===== src/scene_pkg.sv =====
package scene_pkg;

    // Scene geometry
    localparam logic [31:0] SCENE_WORDS = 32'd64;
    localparam int ADDR_W = 6;
    localparam int NUM_RETRIEVERS = 4;
    localparam int SLICE_WORDS = SCENE_WORDS / NUM_RETRIEVERS;
    localparam int RID_W = $clog2(NUM_RETRIEVERS);

    // Bursts and pixel buffers
    localparam int MAX_TRANS = 8;
    localparam int TRANS_W = 4;
    localparam int PB_DEPTH = 16;
    localparam int PB_CNT_W = 5;
    localparam int PB_PTR_W = $clog2(PB_DEPTH);

    typedef logic [ADDR_W-1:0] addr_t;
    typedef logic [TRANS_W-1:0] trans_t;
    typedef logic [RID_W-1:0] rid_t;
    typedef logic [PB_CNT_W-1:0] pb_cnt_t;
    typedef logic [PB_PTR_W-1:0] pb_ptr_t;

    // Held in scene word bits 31:30
    typedef enum logic [1:0] {
        OP_PASS,
        OP_INVERT,
        OP_SWAP,
        OP_SKIP
    } scene_op_t;

    typedef struct packed {
        addr_t index;
        logic [23:0] color;
    } pixel_buffer_entry_t;

    typedef enum logic [1:0] {
        R_IDLE,
        R_WAIT_ROOM,
        R_READ,
        R_DONE
    } retriever_state_t;

    typedef enum logic {
        H_RUN,
        H_FINISHED
    } handler_state_t;

    // Round-robin pick starting after last; MSB flags a hit
    function automatic logic [RID_W:0] rr_pick(
        input logic [NUM_RETRIEVERS-1:0] req,
        input rid_t last
    );
        logic [RID_W:0] pick;
        rid_t idx;
        pick = '0;
        for (int i = NUM_RETRIEVERS; i >= 1; i--) begin
            idx = rid_t'((int'(last) + i) % NUM_RETRIEVERS);
            if (req[idx]) begin
                pick = {1'b1, idx};
            end
        end
        return pick;
    endfunction

endpackage


===== src/fifo.sv =====
module fifo (
    input  logic                           clk,
    input  logic                           rst_n,
    input  logic                           we,
    input  scene_pkg::pixel_buffer_entry_t data_in,
    input  logic                           re,
    output scene_pkg::pixel_buffer_entry_t data_out,
    output logic                           full,
    output logic                           empty,
    output scene_pkg::pb_cnt_t             free
);

    scene_pkg::pixel_buffer_entry_t mem [scene_pkg::PB_DEPTH];
    scene_pkg::pb_ptr_t wr_ptr;
    scene_pkg::pb_ptr_t rd_ptr;
    scene_pkg::pb_cnt_t count;
    logic do_wr;
    logic do_rd;

    assign do_wr = we && !full;
    assign do_rd = re && !empty;
    assign full = (count == scene_pkg::pb_cnt_t'(scene_pkg::PB_DEPTH));
    assign empty = (count == '0);
    assign free = scene_pkg::pb_cnt_t'(scene_pkg::PB_DEPTH) - count;

    // Show-ahead head entry
    assign data_out = mem[rd_ptr];

    always_ff @(posedge clk) begin
        if (do_wr) begin
            mem[wr_ptr] <= data_in;
        end
    end

    always_ff @(posedge clk) begin
        if (!rst_n) begin
            wr_ptr <= '0;
            rd_ptr <= '0;
            count <= '0;
        end else begin
            if (do_wr) begin
                wr_ptr <= wr_ptr + 1'b1;
            end
            if (do_rd) begin
                rd_ptr <= rd_ptr + 1'b1;
            end
            case ({do_wr, do_rd})
                2'b10:   count <= count + 1'b1;
                2'b01:   count <= count - 1'b1;
                default: count <= count;
            endcase
        end
    end

endmodule


===== src/frame_buffer_handler.sv =====
module frame_buffer_handler (
    input  logic                                                          clk,
    input  logic                                                          rst_n,
    input  logic                                                          stripes_sel,
    input  logic [scene_pkg::NUM_RETRIEVERS-1:0]                          pb_empty,
    input  scene_pkg::pixel_buffer_entry_t [scene_pkg::NUM_RETRIEVERS-1:0] pb_data,
    output logic [scene_pkg::NUM_RETRIEVERS-1:0]                          pb_re,
    input  logic [scene_pkg::NUM_RETRIEVERS-1:0]                          ret_done,
    output logic                                                          fb_we,
    output scene_pkg::addr_t                                              fb_addr,
    output logic [23:0]                                                   fb_color,
    output logic                                                          frame_done
);

    scene_pkg::handler_state_t state;
    scene_pkg::rid_t last;
    logic [scene_pkg::RID_W:0] pick;
    scene_pkg::rid_t pick_idx;
    scene_pkg::pixel_buffer_entry_t head;
    logic all_idle;

    assign pick = scene_pkg::rr_pick(~pb_empty, last);
    assign pick_idx = pick[scene_pkg::RID_W-1:0];
    assign head = pb_data[pick_idx];

    // Nothing left anywhere and the last write already out
    assign all_idle = (&ret_done) && (&pb_empty) && !fb_we;

    always_comb begin
        pb_re = '0;
        pb_re[pick_idx] = pick[scene_pkg::RID_W];
    end

    // Stripe mask blanks pixels with index bit 2 set
    always_ff @(posedge clk) begin
        fb_addr <= head.index;
        fb_color <= (stripes_sel && head.index[2]) ? 24'h0 : head.color;
    end

    always_ff @(posedge clk) begin
        if (!rst_n) begin
            state <= scene_pkg::H_RUN;
            last <= '0;
            fb_we <= 1'b0;
            frame_done <= 1'b0;
        end else begin
            fb_we <= pick[scene_pkg::RID_W];
            if (pick[scene_pkg::RID_W]) begin
                last <= pick_idx;
            end
            frame_done <= 1'b0;
            if (state == scene_pkg::H_RUN && all_idle) begin
                frame_done <= 1'b1;
                state <= scene_pkg::H_FINISHED;
            end
        end
    end

endmodule


===== src/memory_request_arbiter.sv =====
module memory_request_arbiter (
    input  logic                                                 clk,
    input  logic                                                 rst_n,
    input  logic                                                 write_req,
    input  scene_pkg::addr_t                                     write_addr,
    input  logic [31:0]                                          write_data,
    input  logic [scene_pkg::NUM_RETRIEVERS-1:0]                 read_req,
    input  scene_pkg::addr_t [scene_pkg::NUM_RETRIEVERS-1:0]     read_addr,
    input  scene_pkg::trans_t [scene_pkg::NUM_RETRIEVERS-1:0]    read_size,
    output logic [scene_pkg::NUM_RETRIEVERS-1:0]                 read_valid,
    output logic [scene_pkg::NUM_RETRIEVERS-1:0]                 read_done,
    output logic [31:0]                                          read_data,
    output logic                                                 ram_we,
    output scene_pkg::addr_t                                     ram_addr,
    output logic [31:0]                                          ram_wdata,
    input  logic [31:0]                                          ram_rdata
);

    logic busy;
    scene_pkg::rid_t owner;
    scene_pkg::addr_t burst_addr;
    scene_pkg::trans_t remaining;
    logic issue;
    logic [scene_pkg::RID_W:0] pick;
    scene_pkg::rid_t pick_idx;

    // Return stage, tags RAM data with its owner
    logic pipe_valid;
    logic pipe_last;
    scene_pkg::rid_t pipe_owner;

    assign pick = scene_pkg::rr_pick(read_req, owner);
    assign pick_idx = pick[scene_pkg::RID_W-1:0];

    // Loader writes always win the RAM port
    assign issue = busy && !write_req;
    assign ram_we = write_req;
    assign ram_addr = write_req ? write_addr : burst_addr;
    assign ram_wdata = write_data;
    assign read_data = ram_rdata;

    always_comb begin
        read_valid = '0;
        read_done = '0;
        read_valid[pipe_owner] = pipe_valid;
        read_done[pipe_owner] = pipe_valid && pipe_last;
    end

    always_ff @(posedge clk) begin
        if (!rst_n) begin
            busy <= 1'b0;
            owner <= '0;
            burst_addr <= '0;
            remaining <= '0;
            pipe_valid <= 1'b0;
            pipe_last <= 1'b0;
            pipe_owner <= '0;
        end else begin
            pipe_valid <= issue;
            pipe_last <= issue && (remaining == scene_pkg::trans_t'(1));
            pipe_owner <= owner;
            if (issue) begin
                burst_addr <= burst_addr + 1'b1;
                remaining <= remaining - 1'b1;
                if (remaining == scene_pkg::trans_t'(1)) begin
                    busy <= 1'b0;
                end
            end else if (!busy && !write_req && !pipe_valid && pick[scene_pkg::RID_W]) begin
                // Wait for the done pulse to drain so the old owner drops its request
                busy <= 1'b1;
                owner <= pick_idx;
                burst_addr <= read_addr[pick_idx];
                remaining <= read_size[pick_idx];
            end
        end
    end

endmodule


===== src/scene_loader.sv =====
module scene_loader (
    input  logic              clk,
    input  logic              rst_n,
    input  logic              byte_valid,
    input  logic [7:0]        byte_data,
    output logic              write_req,
    output scene_pkg::addr_t  write_addr,
    output logic [31:0]       write_data,
    output logic              scene_loaded
);

    logic [1:0] lane;
    logic accept;

    // One scene per reset
    assign accept = byte_valid && !scene_loaded;

    // Little-endian packing, first byte ends up in bits 7:0
    always_ff @(posedge clk) begin
        if (accept) begin
            write_data <= {byte_data, write_data[31:8]};
        end
    end

    always_ff @(posedge clk) begin
        if (!rst_n) begin
            lane <= '0;
            write_req <= 1'b0;
            write_addr <= '0;
            scene_loaded <= 1'b0;
        end else begin
            write_req <= accept && (lane == 2'd3);
            if (accept) begin
                lane <= lane + 2'd1;
            end
            if (write_req) begin
                write_addr <= write_addr + 1'b1;
                if (write_addr == scene_pkg::addr_t'(scene_pkg::SCENE_WORDS - 1)) begin
                    scene_loaded <= 1'b1;
                end
            end
        end
    end

endmodule


===== src/scene_ram.sv =====
module scene_ram (
    input  logic              clk,
    input  logic              we,
    input  scene_pkg::addr_t  addr,
    input  logic [31:0]       wdata,
    output logic [31:0]       rdata
);

    logic [31:0] mem [scene_pkg::SCENE_WORDS];

    // Registered read, data valid the cycle after the address
    always_ff @(posedge clk) begin
        if (we) begin
            mem[addr] <= wdata;
        end
        rdata <= mem[addr];
    end

endmodule


===== src/scene_retriever.sv =====
module scene_retriever #(
    parameter int RETRIEVER_ID = 0
) (
    input  logic                           clk,
    input  logic                           rst_n,
    input  logic                           scene_loaded,
    output logic                           read_req,
    output scene_pkg::addr_t               read_addr,
    output scene_pkg::trans_t              read_size,
    input  logic                           read_valid,
    input  logic                           read_done,
    input  logic [31:0]                    read_data,
    output logic                           pb_we,
    output scene_pkg::pixel_buffer_entry_t pb_data,
    input  scene_pkg::pb_cnt_t             pb_free,
    output logic                           ret_done
);

    scene_pkg::retriever_state_t state;
    scene_pkg::addr_t slice_base;
    scene_pkg::addr_t last_burst;
    scene_pkg::addr_t burst_addr;
    scene_pkg::addr_t pix_idx;
    scene_pkg::scene_op_t op;
    logic [23:0] color;
    logic [23:0] shaded;

    assign slice_base = scene_pkg::addr_t'(RETRIEVER_ID * scene_pkg::SLICE_WORDS);
    assign last_burst = slice_base
                      + scene_pkg::addr_t'(scene_pkg::SLICE_WORDS - scene_pkg::MAX_TRANS);
    assign read_addr = burst_addr;
    assign read_size = scene_pkg::trans_t'(scene_pkg::MAX_TRANS);

    assign op = scene_pkg::scene_op_t'(read_data[31:30]);
    assign color = read_data[23:0];

    always_comb begin
        case (op)
            scene_pkg::OP_INVERT: shaded = ~color;
            scene_pkg::OP_SWAP:   shaded = {color[7:0], color[15:8], color[23:16]};
            default:              shaded = color;
        endcase
    end

    always_ff @(posedge clk) begin
        pb_data.index <= pix_idx;
        pb_data.color <= shaded;
    end

    always_ff @(posedge clk) begin
        if (!rst_n) begin
            state <= scene_pkg::R_IDLE;
            read_req <= 1'b0;
            burst_addr <= slice_base;
            pix_idx <= slice_base;
            pb_we <= 1'b0;
            ret_done <= 1'b0;
        end else begin
            pb_we <= read_valid && (op != scene_pkg::OP_SKIP);
            if (read_valid) begin
                pix_idx <= pix_idx + 1'b1;
            end
            case (state)
                scene_pkg::R_IDLE: begin
                    if (scene_loaded) begin
                        state <= scene_pkg::R_WAIT_ROOM;
                    end
                end
                scene_pkg::R_WAIT_ROOM: begin
                    // Free count lags a write in flight by one cycle
                    if (!pb_we && pb_free >= scene_pkg::MAX_TRANS) begin
                        read_req <= 1'b1;
                        state <= scene_pkg::R_READ;
                    end
                end
                scene_pkg::R_READ: begin
                    if (read_done) begin
                        read_req <= 1'b0;
                        if (burst_addr == last_burst) begin
                            state <= scene_pkg::R_DONE;
                        end else begin
                            burst_addr <= burst_addr + scene_pkg::addr_t'(scene_pkg::MAX_TRANS);
                            state <= scene_pkg::R_WAIT_ROOM;
                        end
                    end
                end
                scene_pkg::R_DONE: begin
                    ret_done <= 1'b1;
                end
                default: state <= scene_pkg::R_IDLE;
            endcase
        end
    end

endmodule


===== src/scene_top.sv =====
module scene_top (
    input  logic              clk,
    input  logic              rst_n,
    input  logic              byte_valid,
    input  logic [7:0]        byte_data,
    input  logic              stripes_sel,
    output logic              fb_we,
    output scene_pkg::addr_t  fb_addr,
    output logic [23:0]       fb_color,
    output logic              frame_done,
    output logic              scene_loaded
);

    // Loader to arbiter
    logic write_req;
    scene_pkg::addr_t write_addr;
    logic [31:0] write_data;

    // Retriever read side
    logic [scene_pkg::NUM_RETRIEVERS-1:0] read_req;
    scene_pkg::addr_t [scene_pkg::NUM_RETRIEVERS-1:0] read_addr;
    scene_pkg::trans_t [scene_pkg::NUM_RETRIEVERS-1:0] read_size;
    logic [scene_pkg::NUM_RETRIEVERS-1:0] read_valid;
    logic [scene_pkg::NUM_RETRIEVERS-1:0] read_done;
    logic [31:0] read_data;

    // RAM port
    logic ram_we;
    scene_pkg::addr_t ram_addr;
    logic [31:0] ram_wdata;
    logic [31:0] ram_rdata;

    // Pixel buffers
    logic [scene_pkg::NUM_RETRIEVERS-1:0] pb_we;
    scene_pkg::pixel_buffer_entry_t [scene_pkg::NUM_RETRIEVERS-1:0] pb_in;
    logic [scene_pkg::NUM_RETRIEVERS-1:0] pb_re;
    scene_pkg::pixel_buffer_entry_t [scene_pkg::NUM_RETRIEVERS-1:0] pb_out;
    logic [scene_pkg::NUM_RETRIEVERS-1:0] pb_empty;
    scene_pkg::pb_cnt_t [scene_pkg::NUM_RETRIEVERS-1:0] pb_free;
    logic [scene_pkg::NUM_RETRIEVERS-1:0] ret_done;

    scene_loader i_loader (
        .clk, .rst_n, .byte_valid, .byte_data,
        .write_req, .write_addr, .write_data, .scene_loaded
    );

    memory_request_arbiter i_arbiter (
        .clk, .rst_n, .write_req, .write_addr, .write_data,
        .read_req, .read_addr, .read_size, .read_valid, .read_done, .read_data,
        .ram_we, .ram_addr, .ram_wdata, .ram_rdata
    );

    scene_ram i_ram (
        .clk, .we(ram_we), .addr(ram_addr), .wdata(ram_wdata), .rdata(ram_rdata)
    );

    for (genvar k = 0; k < scene_pkg::NUM_RETRIEVERS; k++) begin : g_ret
        scene_retriever #(.RETRIEVER_ID(k)) i_retriever (
            .clk, .rst_n, .scene_loaded,
            .read_req(read_req[k]), .read_addr(read_addr[k]), .read_size(read_size[k]),
            .read_valid(read_valid[k]), .read_done(read_done[k]), .read_data,
            .pb_we(pb_we[k]), .pb_data(pb_in[k]), .pb_free(pb_free[k]),
            .ret_done(ret_done[k])
        );

        fifo i_fifo (
            .clk, .rst_n, .we(pb_we[k]), .data_in(pb_in[k]), .re(pb_re[k]),
            .data_out(pb_out[k]), .full(), .empty(pb_empty[k]), .free(pb_free[k])
        );
    end

    frame_buffer_handler i_handler (
        .clk, .rst_n, .stripes_sel, .pb_empty, .pb_data(pb_out), .pb_re, .ret_done,
        .fb_we, .fb_addr, .fb_color, .frame_done
    );

endmodule


===== config.mk =====
export PLATFORM = sky130hd
export DESIGN_NAME = scene_top
export DESIGN_NICKNAME = d
export VERILOG_FILES = /design/src/scene_pkg.sv /design/src/fifo.sv /design/src/frame_buffer_handler.sv /design/src/memory_request_arbiter.sv /design/src/scene_loader.sv /design/src/scene_ram.sv /design/src/scene_retriever.sv /design/src/scene_top.sv
export SDC_FILE = /design/constraint.sdc
export NUM_CORES = 2
export LEC_CHECK = 0
export CELL_PAD_IN_SITES_DETAIL_PLACEMENT = 1
export CELL_PAD_IN_SITES_GLOBAL_PLACEMENT = 1
export CORE_ASPECT_RATIO = 0.5
export CORE_UTILIZATION = 40
export DETAILED_ROUTE_END_ITERATION = 8
export DONT_BUFFER_PORTS = 1
export PLACE_DENSITY_LB_ADDON = 0.1
export SYNTH_ARGS = -nofsm -noshare
export SYNTH_HDL_FRONTEND = slang
export SYNTH_SLANG_ARGS = --single-unit
export TNS_END_PERCENT = 20

===== constraint.sdc =====
create_clock -name clk -period 4.3 [get_ports clk]
set_input_delay 1.075 -clock clk [delete_from_list [all_inputs] [get_ports clk]]
set_output_delay 1.075 -clock clk [all_outputs]
set_load 0.05 [all_outputs]

==> impl_results.md <==
- Status: finished clean
- Leak pwr: between 50 and 60 nW
- HP Class: input port to register
- FF-to-FF path depth: 8
- Fin crit share: between 90% and 100%
- Crit-path max cell delay: roughly 1.2 ns
- Vias in the first global route: between 80000 and 90000
- RR Endpoint: i_ram.rdata[17]$_DFF_P_
- Share of flip-flops with an asynchronous set or reset: 0%
- Tot GR Track Use: around a quarter
- Initial core utilization: ~40%
- HPWL after DPL: 265 mm
- Max Cap Violations: 0
- Multi-input logic area: around 0.030 mm²
- Launch point of the worst reg-to-reg path: i_loader.write_req$_SDFF_PN0_
- Initial antenna violation count: 23
- Worst path cell trace: buf_4 > nand3b_2 > a21oi_4 > buf_12 > a22oi_1 > a31oi_1 > nor4_1 > nand2_1
- CORE AREA: 0.358 mm²
- Synthesized netlist cell count: 7460
- Critical path endpoint category: register
- Place WS: -0.208 ns
- CTS tree: yes
- CP top delay family: compound AO/OA/AOI/OAI gates
- Clk_lat worst skew: approximately 0.95 ns
- CTS sink count: 3876
- Post-DR wirelength/cell: roughly 35 µm
- Power Density: between 500 and 600 mW/mm²
- Starting DRC count in detailed routing: around 8200
- Setup_tns: 0 ns
- # H-tree levels: 5
- Yosys cell types: between 70 and 80
- Unrepaired setup endpoints after global routing: no
- Buffers on Ports: 0
- Flops & latches, synth: around 3900
- Critical Path Start: i_loader.write_req$_SDFF_PN0_
- Setup WS post-layout: around 0.018 ns
- Cell area after layout: about 0.17 mm²
- Largest net degree at the start of global routing: between 100 and 150
- Crit path arrival time: 5.13 ns
- Die X: ~850 µm
- WP data required: 5.15 ns
- Fin. max-slew vios: 0
- Synthesized cell area: 0.145 mm²
- Worst slew pin tran: around 1.5 ns
- Cts bufs inserted: 356
- Register clock-pin slew on the reported worst setup and hold paths: approximately 0.060 ns
- Synth warn: 0
- First-pass GRT wire length: ~630 mm
- FF+latch area: 0.114 mm²
- Slew headroom: 1.64%
- Num rows: ~160
- Die height: around 430 µm
- Synthesis-to-layout area growth: 14.9%
- Final hold viol count: 0
- Io pins: 45
- Fillcell total: approximately 33000
- Max Fclk: 234 MHz
- Crit start category: register
- Synthesized Nets: between 7000 and 8000
- Fraction of layout cells with a size suffix above 1: between 20% and 30%
- CP endpoint: i_ram.rdata[17]$_DFF_P_
- Max Clock Skew: ~0.041 ns
- Critical path buffers and inverters: 2
- Post-synth top flop: edfxtp_1
- Slowest-stage cell, CP: a21oi_4
- Routed wire length: 451 mm
- Number of flops mapped to enable cells by yosys: ~3600
- DRC Markers: 0
- Placed inst area: around 0.15 mm²
- Final setup viols: 0
- Avg Inst Size Synth: between 15 and 20 µm²
- Max Root-Sink Buffers: 4
- Drt pass-1 iters: 6
- Routed vias/inst: 5.97
- Max FO, Critical Path: 41
- CP Class: register to register
- Tmin final: 4.28 ns
- Sequential fraction of the synthesis area: approximately 79%
- Number of routed nets with antenna violations: 0
- R2r setup slk: about 0.018 ns
- Final Wtd Congestion: around 0.86
- CTS root buffer: clkbuf_16
- Remaining Overflow, GRT: 0
- Nets: ~8000
- Via count: 77500
- Die ar.: between 0.3 and 0.4 mm²
- CP Depth: 8
- Hold-fix buffers, CTS: 0
- Maximum vdd drop: ~0.38 mV
sequential cells by signal, indices dropped and copies added, names as in the netlist, 8 cells and up, named ones only:
signal and cells:
g_ret.i_fifo.wr_ptr 16, g_ret.i_fifo.rd_ptr 16, g_ret.i_retriever.read_addr 12, i_handler.fb_color 24, g_ret.i_retriever.pix_idx 24, g_ret.i_retriever.pb_data 48, g_ret.i_retriever.state 8, i_ram.mem 1664
i_loader.write_data 32, i_ram.rdata 26, g_ret.i_fifo.count 20, g_ret.i_fifo.mem 1920
report_power, final:
part	switching, mW	internal (mW)
Combinational	7.38	2.47
Sequential	1.57	44.0
Clock	14.4	17.7
Total	23.3	64.2
area by class of cell:
cell class / count / share of cell area (%)
tap: 4788 / 3.61
inverter: 59 / 0.135
timing repair buffer: 532 / 3.02
clock buffer: 431 / 5.66
clock inverter: 214 / 1.22
antenna: 8 / 0.0120
sequential: 3876 / 68.5
multi-input combinational: 3069 / 17.8
per-layer routing:
layer  share of wire, %  up-vias  wire length (µm)  global-route usage [%]
li1                   -    31900                 -                       -
met1                 43    42300            192000                    33.8
met2                 49     2647            219000                    40.8
met3                6.1      554             27300                    3.43
met4                2.7        2             12200                    6.18
met5             0.0029        -                13                       0
cells in the mapped netlist, drive strengths merged (5+ instances only):
cell type     n  area [µm²]
o21ai        65         325
nor2        295        1110
or3          13        81.3
a31oi        47         294
buf         228        1120
nor3b         6        45.0
nor4         31         194
a22oi       817        6130
clkbuf      228         856
a41o         11         110
nand2b       16         100
a222oi       57         571
a22o         52         455
a211oi       33         248
o22ai        13        81.3
edfxtp     3616      109000
nor2b        29         181
a21o         12        90.1
ha           87        1090
nand3        27         135
a32o          5        50.1
inv          59         221
and2         14        87.6
mux2i        37         374
xor2         44         385
a21oi       240        1220
xnor2        26         228
a41oi        74         648
a221oi       88         771
or4           6        45.0
mux4        507       11400
nand4        34         213
dfxtp       260        5200
and3         14        87.6
nand2       225         860
nor3         76         380
cell usage in the layout (no fill, tap or decap), types with 26 or more instances in the layout:
master	instances
a211oi_1	33
a21oi_1	229
a221oi_1	88
a222oi_1	57
a22o_1	52
a22oi_1	817
a31oi_1	46
a41oi_1	74
buf_12	82
buf_4	449
bufinv_16	35
clkbuf_1	60
clkbuf_16	361
clkinv_1	88
clkinv_2	58
dfxtp_1	227
edfxtp_1	3616
ha_1	84
inv_1	58
mux2i_1	36
mux4_2	507
nand2_1	219
nand3_1	27
nand4_1	34
nor2_1	181
nor2_2	42
nor2_4	72
nor3_1	57
o21ai_0	62
xnor2_1	26
xor2_1	44
how the worst min path moves through the flow:
stage	from	to	slack [ns]	cells after the start
6_report	byte_data[2]	i_loader.write_data[26]$_DFFE_PP_	0.22	0
5_1_grt	rst_n	g_ret[2].i_retriever.read_addr[5]$_SDFFE_PN1P_	0.17	1
4_1_cts	stripes_sel	i_handler.fb_color[8]$_SDFF_PP0_	0.15	1
3_5_place_dp	g_ret[1].i_retriever.pix_idx[5]$_SDFFE_PN0P_	g_ret[1].i_retriever.pb_data[29]$_DFF_P_	0.36	0
3_3_place_gp	g_ret[1].i_retriever.pix_idx[5]$_SDFFE_PN0P_	g_ret[1].i_retriever.pb_data[29]$_DFF_P_	0.36	0
2_1_floorplan	g_ret[0].i_retriever.pix_idx[5]$_SDFFE_PN0P_	g_ret[0].i_retriever.pb_data[29]$_DFF_P_	0.34	0
timing repair:
item / CTS / global route
setup endpoints to repair: 26 / 16
pin swaps: 0 / 1
gates resized for setup: 2 / 12
hold endpoints to repair: 0 / 0
setup buffers: 0 / 2
metrics by stage:
| stage | total power, mW | instances | utilization, % | hold slack [ns] |
|---|---|---|---|---|
| 4_1_cts | 88.2 | 13000 | 46.4 | 0.153 |
| 5_1_grt | 90.0 | 13000 | 46.4 | 0.172 |
| 3_3_place_gp | 55.8 | 12300 | 43.2 | 0.356 |
| 6_report | 87.5 | 13000 | 46.4 | 0.218 |
| 3_5_place_dp | 56.3 | 12300 | 43.2 | 0.364 |
| 2_1_floorplan | 50.5 | 7460 | - | 0.339 |
cells by family after synthesis:
group,count (synthesis),synth area share [%]
multiplexers,546,8.17
flip-flops,3876,78.7
XOR/XNOR,70,0.424
adder cells (fa/ha/maj),87,0.753
AND/OR/NAND/NOR,806,2.56
buffers and inverters,515,1.52
AO/OA/AOI/OAI,1560,7.88
No activity file was read; power rests on OpenSTA's default activity.
